===== config.mk =====
export PLATFORM = sky130hd
export DESIGN_NAME = div_unit
export DESIGN_NICKNAME = d
export VERILOG_FILES = /design/src/hdl/div_pkg.sv /design/src/hdl/bit_length.sv /design/src/hdl/divider.sv /design/src/hdl/hilo_regs.sv /design/src/hdl/div_unit.sv
export SDC_FILE = /design/constraint.sdc
export NUM_CORES = 1
export LEC_CHECK = 0
export BUFFER_PORTS_ARGS = -buffer_cell sky130_fd_sc_hd__buf_4
export CORE_MARGIN = 5
export CORE_UTILIZATION = 40
export CTS_CLUSTER_SIZE = 28
export DETAILED_ROUTE_END_ITERATION = 12
export SKIP_LAST_GASP = 1
export SLEW_MARGIN = 10
export SYNTH_ARGS = -nofsm -noshare
export SYNTH_HDL_FRONTEND = slang
export SYNTH_SLANG_ARGS = --single-unit
export TNS_END_PERCENT = 30

===== constraint.sdc =====
create_clock -name clk -period 7.4 [get_ports clk]
set_clock_uncertainty 0.05 [all_clocks]
set_input_delay 1.48 -clock clk [delete_from_list [all_inputs] [get_ports clk]]
set_output_delay 1.48 -clock clk [all_outputs]
set_load 0.02 [all_outputs]

===== src/hdl/div_pkg.sv =====
package div_pkg;

    localparam int xlen = 32;
    localparam int bit_count_w = 6; // holds 0..32

    // operands from the execute stage
    typedef struct packed
    {
        logic [xlen-1:0] dividend;
        logic [xlen-1:0] divisor;
        logic            is_signed; // DIV vs DIVU
    } div_req_t;

    // quotient goes to LO, remainder to HI
    typedef struct packed
    {
        logic [xlen-1:0] quotient;
        logic [xlen-1:0] remainder;
    } div_result_t;

    // direct move target for MTHI / MTLO
    typedef enum logic [1:0]
    {
        none  = 2'd0,
        to_hi = 2'd1,
        to_lo = 2'd2
    } hilo_wsel_t;

endpackage


===== src/hdl/bit_length.sv =====
`timescale 1ns/1ps

// number of significant bits of an unsigned word
module bit_length
(
    input  logic [div_pkg::xlen-1:0]        in,
    output logic [div_pkg::bit_count_w-1:0] len
);

    always_comb
    begin
        len = '0; // zero input has no set bit
        // ascending scan so the highest set bit wins
        for (int i = 0; i < div_pkg::xlen; i++)
        begin
            if (in[i])
            begin
                len = div_pkg::bit_count_w'(i + 1);
            end
        end
    end

endmodule


===== src/hdl/divider.sv =====
`timescale 1ns/1ps

module divider
(
    input  logic                clk,
    input  logic                rstn,
    input  logic                flush,
    input  logic                start,
    input  div_pkg::div_req_t   req,
    output logic                stall,
    output logic                done,
    output div_pkg::div_result_t result
);

    typedef enum logic [1:0]
    {
        idle_s,
        init_s,
        calc_s,
        done_s
    } div_state_t;

    div_state_t state;
    div_state_t next_state;

    logic [div_pkg::xlen-1:0]        dd_abs;
    logic [div_pkg::xlen-1:0]        dv_abs;
    logic [div_pkg::bit_count_w-1:0] dd_len_in;
    logic [div_pkg::bit_count_w-1:0] dv_len_in;

    logic [div_pkg::bit_count_w-1:0] dd_len;
    logic [div_pkg::bit_count_w-1:0] dv_len;
    logic [div_pkg::bit_count_w-1:0] last_count;
    logic [div_pkg::bit_count_w-1:0] count;
    logic [div_pkg::xlen-1:0]        dv_mag;
    logic                            dd_neg;
    logic                            dv_neg;
    logic                            early;

    logic [2*div_pkg::xlen-1:0] rem_reg; // partial remainder
    logic [2*div_pkg::xlen-1:0] div_reg; // aligned divisor
    logic [2*div_pkg::xlen-1:0] minus;
    logic [div_pkg::xlen-1:0]   q_reg;
    logic [div_pkg::xlen-1:0]   q_nxt;

    assign dd_abs = (req.is_signed && req.dividend[div_pkg::xlen-1]) ?
                    -req.dividend : req.dividend;
    assign dv_abs = (req.is_signed && req.divisor[div_pkg::xlen-1]) ?
                    -req.divisor : req.divisor;

    bit_length dd_len_inst
    (
        .in  (dd_abs),
        .len (dd_len_in)
    );

    bit_length dv_len_inst
    (
        .in  (dv_abs),
        .len (dv_len_in)
    );

    assign early      = (dv_len == '0) || (dv_len > dd_len); // div by zero or q = 0
    assign last_count = dd_len - dv_len + div_pkg::bit_count_w'(1);
    assign minus      = rem_reg - div_reg;
    assign q_nxt      = {q_reg[div_pkg::xlen-2:0], ~minus[2*div_pkg::xlen-1]};

    always_ff @(posedge clk or negedge rstn)
    begin
        if (!rstn)
        begin
            state <= idle_s;
        end
        else if (flush)
        begin
            state <= idle_s; // drop the division in flight
        end
        else
        begin
            state <= next_state;
        end
    end

    always_comb
    begin
        next_state = state;
        case (state)
            idle_s:
            begin
                if (start)
                begin
                    next_state = init_s;
                end
            end
            init_s:
            begin
                next_state = early ? done_s : calc_s;
            end
            calc_s:
            begin
                if (count == last_count)
                begin
                    next_state = done_s;
                end
            end
            default:
            begin
                next_state = idle_s;
            end
        endcase
    end

    always_ff @(posedge clk)
    begin
        case (state)
            idle_s:
            begin
                if (start)
                begin
                    rem_reg <= {{div_pkg::xlen{1'b0}}, dd_abs};
                    dv_mag  <= dv_abs;
                    dd_len  <= dd_len_in;
                    dv_len  <= dv_len_in;
                    dd_neg  <= req.is_signed & req.dividend[div_pkg::xlen-1];
                    dv_neg  <= req.is_signed & req.divisor[div_pkg::xlen-1];
                end
            end
            init_s:
            begin
                q_reg   <= '0;
                count   <= '0;
                // one position above the dividend's leading one
                div_reg <= {{div_pkg::xlen{1'b0}}, dv_mag} << last_count;
            end
            calc_s:
            begin
                q_reg   <= q_nxt;
                count   <= count + div_pkg::bit_count_w'(1);
                div_reg <= {1'b0, div_reg[2*div_pkg::xlen-1:1]};
                if (!minus[2*div_pkg::xlen-1])
                begin
                    rem_reg <= minus; // subtract fits
                end
            end
            default:
            begin
            end
        endcase
    end

    // sign fix-up during the done cycle
    assign result.quotient  = (dd_neg ^ dv_neg) ? -q_reg : q_reg;
    assign result.remainder = dd_neg ? -rem_reg[div_pkg::xlen-1:0] :
                              rem_reg[div_pkg::xlen-1:0];

    assign stall = (state != idle_s);
    assign done  = (state == done_s) && !flush; // flushed result never lands

endmodule


===== src/hdl/hilo_regs.sv =====
`timescale 1ns/1ps

module hilo_regs
(
    input  logic                     clk,
    input  logic                     rstn,
    input  logic                     res_valid,
    input  div_pkg::div_result_t     res,
    input  div_pkg::hilo_wsel_t      wsel,
    input  logic [div_pkg::xlen-1:0] wdata,
    output logic [div_pkg::xlen-1:0] hi,
    output logic [div_pkg::xlen-1:0] lo
);

    // HI holds the remainder
    always_ff @(posedge clk or negedge rstn)
    begin
        if (!rstn)
        begin
            hi <= '0;
        end
        else if (res_valid)
        begin
            hi <= res.remainder; // division beats a move
        end
        else if (wsel == div_pkg::to_hi)
        begin
            hi <= wdata;
        end
    end

    // LO holds the quotient
    always_ff @(posedge clk or negedge rstn)
    begin
        if (!rstn)
        begin
            lo <= '0;
        end
        else if (res_valid)
        begin
            lo <= res.quotient;
        end
        else if (wsel == div_pkg::to_lo)
        begin
            lo <= wdata;
        end
    end

endmodule


===== src/hdl/div_unit.sv =====
`timescale 1ns/1ps

module div_unit
(
    input  logic                     clk,
    input  logic                     rstn,
    input  logic                     flush,
    input  logic                     start,
    input  div_pkg::div_req_t        req,
    input  div_pkg::hilo_wsel_t      wsel,
    input  logic [div_pkg::xlen-1:0] wdata,
    output logic                     stall,
    output logic                     done,
    output logic [div_pkg::xlen-1:0] hi,
    output logic [div_pkg::xlen-1:0] lo
);

    logic                 div_done;
    div_pkg::div_result_t div_result;

    divider divider_inst
    (
        .clk    (clk),
        .rstn   (rstn),
        .flush  (flush),
        .start  (start),
        .req    (req),
        .stall  (stall), // holds the pipeline
        .done   (div_done),
        .result (div_result)
    );

    hilo_regs hilo_regs_inst
    (
        .clk       (clk),
        .rstn      (rstn),
        .res_valid (div_done),
        .res       (div_result),
        .wsel      (wsel),
        .wdata     (wdata),
        .hi        (hi),
        .lo        (lo)
    );

    assign done = div_done;

endmodule


Word level (Yosys, flattened, before mapping)
Index checks and enable logic that the tools add are counted.
Cells by class
  magnitude comparators: 1
  shift-type cells: 1
  add/sub/neg operators: 8
  mux-type cells: 81
  reduce and logical (&&, ||, !) cells: 15
  bitwise operators: 4
  equality and inequality tests: 10
Operator list (count)
  $mux W6: 60
  $mux W32: 8
  $pmux W64 S2: 2
  $mux W64: 2
  $neg A32 Y32: 4
  $pmux W32 S2: 1
  $shl A32 B6 Y64: 1
  $sub A64 B64 Y64: 1
  $add A6 B1 Y6 const B: 2
  $pmux W6 S2: 1
  $reduce_bool A2 Y1: 5
  $eq A2 B2 Y1 const B: 3
  $eq A6 B6 Y1: 1
  $gt A6 B6 Y1: 1
  $logic_not A6 Y1: 1
  $mux W2: 3
  $pmux W2 S3: 1
  $sub A6 B6 Y6: 1
  $eq A2 B1 Y1 const B: 2
  $ne A2 B2 Y1 const B: 2
  $reduce_and A2 Y1: 2
  $logic_and A1 B1 Y1: 3
  $mux W1: 3
  $ne A3 B2 Y1 const B: 1
  8 further kinds: 9
Word-level totals
  word-level logic and storage cells: 132
  input bits: 103
  register bits after elaboration: 278
  output and inout bits: 66

Longest topological paths before layout
Gate-level depths: netlist (run 1).
  word-level depth: 33
  mapped depth: 16
  mapped depth without buffers: 14

Cells and area by module
Synthesis (run 1) repeated with hierarchy kept, for this count alone.
Unflattened totals
  cell total of the unflattened synthesis: 2294
  area total of the unflattened synthesis: 21431.8 um^2
By module, submodules not included
  divider: instances 1, cells an instance 1873, seq. area each 6386.1 um^2, area an instance 17005.1 um^2
  hilo_regs: instances 1, cells an instance 299, seq. area each 1601.5 um^2, area an instance 3758.6 um^2
  bit_length: instances 2, cells an instance 61, seq. area each 0.0 um^2, area an instance 334.1 um^2

Worst setup path after synthesis (run 1)
No wires, ideal clock.
  kind: reg-to-reg
  start point: register divider_inst.rem_reg[2] (netlist name)
  end point: register divider_inst.rem_reg[0] (netlist name) (enable)
  period minus slack after synthesis: 4.902 ns
  arrival time: 4.424 ns
  stages on the path, launching flop included: 13
  path buffers: 0
  setup time: 0.428 ns
  data required time: 6.922 ns
  setup slack: 2.498 ns
  cell sequence: edfxtp_1 ha_1 o21a_1 o31a_1 o21ai_0 a21o_1 o31a_1 o21ai_1 nand4_1 and2_1 a2111oi_1 nand4b_1 and3_1
On the way
  longest elaborated chain between the ends: 3
RTL lines
  from (decl): line divider.sv:40  | logic [2*div_pkg::xlen-1:0] rem_reg;
  from (signal assigned): line divider.sv:120  | rem_reg <= {{div_pkg::xlen{1'b0}}, dd_abs};
  from (signal assigned): line divider.sv:142  | rem_reg <= minus;
  $sub A64 B64 Y64: line divider.sv:65  | assign minus = rem_reg - div_reg;
  $ne A2 B2 Y1 (no line)
  $reduce_and A3 Y1 (no line)
Every way passes these cells.
A chain may end at the register's enable or synchronous reset.

Worst setup path in the final report (run 1)
  start point: register divider_inst.rem_reg[3] (netlist name)
  end point: register divider_inst.rem_reg[42] (netlist name) (enable)
The elaborated chain is that of the path after synthesis.

==> results of run 1 <==
==> per-layer routing <==
metal / global-route usage, % / up-vias
met5: 0 / -
met4: 6.800 / 0
met3: 3.387 / 96
met2: 34.37 / 492
met1: 29.21 / 8409
li1: - / 8566
==> cell usage after synthesis, drive strengths merged (16+ instances only) <==
library cell and n:
dfrtp 66, buf 22, or4 18, xnor2 116
nand2b 26, nand3 39, o22ai 16, nor2 176
a21o 42, nor3 40, a31oi 24, and2 72
mux2i 100, inv 115, xor2 71, ha 88
o31ai 27, nor4 24, mux4 24, a21oi 169
edfxtp 211, nor2b 16, nand2 236, a22o 30
o21ai 202, clkbuf 101, mux2 16
==> how the worst max path moves through the flow <==
stage	from	to	slack, ps	depth (start not counted)
4_1_cts	divider_inst.rem_reg[3]	divider_inst.rem_reg[42]	2210	13
6_report	divider_inst.rem_reg[3]	divider_inst.rem_reg[42]	2190	13
2_1_floorplan	divider_inst.rem_reg[2]	divider_inst.rem_reg[0]	2500	12
5_1_grt	divider_inst.rem_reg[2]	divider_inst.rem_reg[42]	1880	13
3_3_place_gp	req[0]	divider_inst.dd_len[1]	2350	12
3_5_place_dp	divider_inst.div_reg[1]	divider_inst.rem_reg[30]	2250	14
==> layout by cell type (no fill, tap or decap), drive strengths merged, types with 7 or more instances in the layout <==
master and count:
a211oi 14, a21o 42, a21oi 169, a221oi 8
a22o 30, a31oi 24, and2 72, and3 10
buf 185, clkbuf 46, clkinv 10, dfrtp 66
edfxtp 211, ha 88, inv 117, mux2 16
mux2i 100, mux4 24, nand2 236, nand2b 26
nand3 39, nand3b 9, nand4 12, nor2 176
nor2b 16, nor3 40, nor4 24, o211ai 7
o21a 13, o21ai 202, o21bai 11, o22ai 16
o31ai 27, o32ai 11, o41ai 15, or3 15
or4 18, xnor2 116, xor2 71
==> stage by stage <==
| step | cell area, sq um | hold slack, ps |
|---|---|---|
| 2_1_floorplan | 20840 | 425.1 |
| 3_3_place_gp | 22680 | 502.0 |
| 3_5_place_dp | 22680 | 503.3 |
| 4_1_cts | 23810 | 511.6 |
| 5_1_grt | 23810 | 539.8 |
| 6_report | 23810 | 517.8 |
==> critical path: stages, from the launching register on <==
cell	delay (ps)
edfxtp_1	440
ha_1	370
o21a_1	150
o31a_1	150
o21ai_0	150
a21o_1	240
o31a_1	350
o21ai_1	540
nand4_1	250
and2_1	300
a2111oi_1	550
nand4b_1	180
and3_2	330
buf_4	670
==> cell families (layout without fill, tap and decap cells) <==
| family | Yosys count | count (layout) | synth area share, % |
|---|---|---|---|
| AOI/OAI and AO/OA | 643 | 643 | 19.36 |
| xor gates and xnor gates | 187 | 187 | 7.896 |
| adders and majority gates | 90 | 90 | 5.476 |
| buffers and inverters | 238 | 361 | 4.329 |
| DFF | 277 | 277 | 38.33 |
| muxes | 140 | 140 | 8.262 |
| other | 0 | 1 | 0 |
| and+or+nand+nor | 709 | 709 | 16.34 |
==> layout make-up <==
class,instances,share of cell area [%]
timing repair buffer,185,5.886
clock buffer,46,4.020
tap,680,3.573
sequential,277,33.55
multi-input combinational,1769,50.43
inverter,115,1.813
antenna,1,0.01051
clock inverter,15,0.7147
==> impl_metrics.py, run 1 <==
metrics = {
    "placement": {
        "dpl.cell_count": 3026,
        "portBuffers": 168,
        "place_ws_ps": 2248,
        "dp.final_hpwl_um": 48370,
        "place_congestion": 0.9063,
    },
    "clocking": {
        "ctsLongestPathBuffers": 3,
        "cts_setup_buffers": 0,
        "hold_buffers": 0,
        "tritoncts": "built",
        "numCtsBuffers": 34,
        "root_buffer": "clkbuf_16",
        "cts_num_sinks": 277,
        "cts_resized": 0,
        "cts_max_level": 2,
        "insertion_delay_ps": 550,
        "clkSlewWorstSetupHoldPaths_ps": 60,
    },
    "worst_setup_path": {
        "worstPathRequired_ps": 7500,
        "r2r-end": "divider_inst.rem_reg[42]",
        "ff2ff_path_depth": 13,
        "path_max_fanout": 54,
        "worst-r2r-setup-slack_ps": 2190,
        "crit_path_end_kind": "flop",
        "start_kind": "flop",
        "r2r_start": "divider_inst.rem_reg[3]",
        "crit_type": "flop to flop",
        "arrival_ps": 5310,
    },
    "sta": {
        "worst_slew_margin_rel_pct": 21.47,
        "drv_slew": 0,
        "timing_hold_violations_final": 0,
        "timing.final.ws_setup_ps": 2194,
        "setup_tns_ps": 0,
        "finalCriticalPeriod_ps": 5206,
        "finalSetupViolations": 0,
        "max_freq_mhz": 192.1,
        "fin_crit_sh_pct": 70.35,
        "max_slew.worst_pin.slew_ps": 1167,
        "rsz0062_at_grt": "no",
    },
    "floorplan": {
        "core_area_sq_mm": 0.05151,
        "dieHeight_um": 238.2,
        "die_w_um": 238.2,
        "initial_core_util_pct": 40.45,
        "ios": 169,
        "fp-row-count": 83,
        "die_area_sq_mm": 0.05676,
    },
    "routing": {
        "drcViolationCount": 0,
        "route.met2.wl_um": 28630,
        "routed_via_density": 5.688,
        "routed_wl_um": 62820,
        "top_layer": "met4",
        "ant_nets": 0,
        "wl_met3_um": 3500,
        "drt_pass1_iterations": 7,
        "wl_met1_um": 28520,
        "drt-initial-drc-count": 1390,
        "wl_per_cell_um": 20.34,
        "vias": 17560,
    },
    "yosys": {
        "synth_seq_cells": 277,
        "synth.yosys.seq_area_share_pct": 38.33,
        "synth_edf_count": 211,
        "synth.largest_area_cell": "edfxtp_1",
        "ys_warn_count": 0,
        "yosysTopAreaCellShare_pct": 30.41,
        "yosysUniqueCellTypes": 83,
        "ys_top_cells_by_area": "edfxtp_1 (30%), dfrtp_1 (7.9%), ha_1 (5.3%), xnor2_1 (4.9%), mux2i_1 (4.8%)",
        "syn_avg_cell_area_sq_um": 9.123,
        "syn_nets": 2477,
        "syn_area_sq_mm": 0.02084,
        "ys.flop_type": "edfxtp_1",
        "synth-async-reset-ratio_pct": 23.83,
        "syn-instance-count": 2284,
    },
    "hold_path": {
        "min_path_cells": 2,
        "min_path_type": "flop to flop",
        "min_to": "hilo_regs_inst.hi[0]",
        "hp-start": "hilo_regs_inst.hi[0]",
    },
    "final_layout": {
        "num-fill-cells": 4957,
        "regArea_sq_mm": 0.007988,
        "drive_gt1_share_pct": 12.67,
        "multiInputGateArea_sq_mm": 0.01201,
        "fin_cells": 3088,
        "num-nets-final": 2575,
        "largest_reg_flops": 64,
        "area_growth_pct": 14.26,
        "final_util_pct": 46.22,
    },
    "grt": {
        "antenna_found_initial": 0,
        "grt.total_usage_pct": 21.20,
        "grt.overflow.total": 0,
        "grt_pass1_vias": 16760,
        "grt_pass1_wl_um": 96960,
        "grt_max_degree": 166,
    },
    "run": {
        "drv_cap": 0,
    },
    "run_status": {
        "status": "completed",
    },
}
Power of run 1 is not shown: default switching activity piles up to over one toggle a cycle in this logic, so the estimate is an artifact.
==> run 2: changes to the inputs <==
Clock period 7.4 ns to 5.2 ns, I/O delays scaled along.
==> run 2 against run 1 <==
Setup slack lost 1900 ps. Flip-flop and latch count is the same. Final cell count grew 0.49%. Global-route usage grew 0.17 points. Design area grew 0.43%. First-iteration DRC count shrank 6.4%. Via count grew 1.7%. Critical path type unchanged.
==> impl_metrics.py, run 2 (synthesized netlist as in run 1, its figures left out) <==
metrics = {
    "run_status": {
        "status": "completed",
    },
    "clocking": {
        "insertion_delay_ps": 550,
        "cts_num_sinks": 277,
        "ctsLongestPathBuffers": 3,
        "tritoncts": "built",
        "root_buffer": "clkbuf_16",
        "cts_setup_buffers": 0,
        "hold_buffers": 0,
        "numCtsBuffers": 34,
        "cts_resized": 0,
        "clkSlewWorstSetupHoldPaths_ps": 60,
        "cts_max_level": 2,
    },
    "floorplan": {
        "fp-row-count": 83,
        "die_w_um": 238.2,
        "dieHeight_um": 238.2,
        "initial_core_util_pct": 40.45,
        "ios": 169,
        "die_area_sq_mm": 0.05676,
        "core_area_sq_mm": 0.05151,
    },
    "sta": {
        "max_slew.worst_pin.slew_ps": 1105,
        "setup_tns_ps": 0,
        "max_freq_mhz": 204.9,
        "fin_crit_sh_pct": 93.87,
        "worst_slew_margin_rel_pct": 26.32,
        "timing_hold_violations_final": 0,
        "hold_ws_ps": 510.8,
        "rsz0062_at_grt": "no",
        "finalCriticalPeriod_ps": 4881,
        "drv_slew": 0,
        "finalSetupViolations": 0,
    },
    "routing": {
        "drt-initial-drc-count": 1301,
        "routed_via_density": 5.759,
        "vias": 17870,
        "wl_per_cell_um": 20.43,
        "drcViolationCount": 0,
        "ant_nets": 0,
        "drt_pass1_iterations": 6,
        "routed_wl_um": 63390,
    },
    "final_layout": {
        "num-nets-final": 2593,
        "final_cell_mix": "nand2_1 (236), edfxtp_1 (211), buf_4 (200), o21ai_0 (197), nor2_1 (175)",
        "antenna_cells": 0,
        "largest_reg_flops": 64,
        "area_growth_pct": 14.75,
        "final_area_sq_mm": 0.02391,
        "drive_gt1_share_pct": 13.25,
        "final_common_cell": "nand2_1",
        "final_util_pct": 46.42,
    },
    "placement": {
        "place_congestion": 0.9509,
        "place_area_sq_mm": 0.02284,
        "dp.final_hpwl_um": 49400,
        "portBuffers": 168,
    },
    "grt": {
        "grt_pass1_wl_um": 97990,
        "antenna_found_initial": 0,
        "grt.overflow.total": 0,
        "grt_max_degree": 135,
        "grt.total_usage_pct": 21.37,
        "grt_pass1_vias": 17130,
    },
    "worst_setup_path": {
        "arrival_ps": 5070,
        "worst-r2r-setup-slack_ps": 320,
        "cp-startpoint": "divider_inst.rem_reg[3]",
        "r2r_start": "divider_inst.rem_reg[3]",
        "crit_type": "flop to flop",
        "worstPathRequired_ps": 5390,
        "path_max_fanout": 32,
        "start_kind": "flop",
        "crit_path_end_kind": "flop",
    },
    "hold_path": {
        "hp-start": "divider_inst.q_reg[31]",
        "min_path_type": "flop to flop",
    },
    "run": {
        "drv_cap": 0,
    },
}
[run 2: worst paths after layout]
check / endpoint / depth (start not counted)
max: divider_inst.rem_reg[25] / 13
min: hilo_regs_inst.lo[31] / 3
max reg2reg: divider_inst.rem_reg[25] / 13
min reg2reg: hilo_regs_inst.lo[31] / 3
max in group asynchronous: hilo_regs_inst.hi[29] / 1
min in group asynchronous: hilo_regs_inst.lo[5] / 1
[run 2: per-layer routing]
metal | part of all wire, % | GRT usage [%] | up-vias
li1 | - | - | 8603
met1 | 46 | 29.39 | 8662
met2 | 47 | 35.37 | 523
met3 | 5.0 | 3.017 | 82
met4 | 2.8 | 6.139 | 0
met5 | 0 | 0 | -
[run 2: critical path: stages (launching register included)]
cell	delay, ps
edfxtp_1	440
ha_1	370
o21a_1	140
o31a_1	130
o21ai_0	170
a21o_1	260
o31a_1	350
o21ai_1	510
nand4_1	340
and2_1	310
a2111oi_1	550
nand4b_1	190
and3_2	450
buf_12	260
[run 2: area by class of cell]
class                           count  area (sq um)
Inverter                          115         431.7
Multi-Input combinational cell   1769         12010
Clock buffer                       43         945.9
Timing Repair Buffer              203          1562
Sequential cell                   277          7988
Fill cell                        4949         27600
Clock inverter                     16         120.1
Tap cell                          680         850.8
[run 2: through the flow]
stage | cells | setup slack, ps
finish | 3103 | 319.0
global route | 3103 | 54.65
CTS | 3103 | 383.8
detailed placement | 3044 | 397.3
global placement | 3044 | 663.5
floorplan | 2284 | 297.6
Power of run 2 is left out for the same reason.
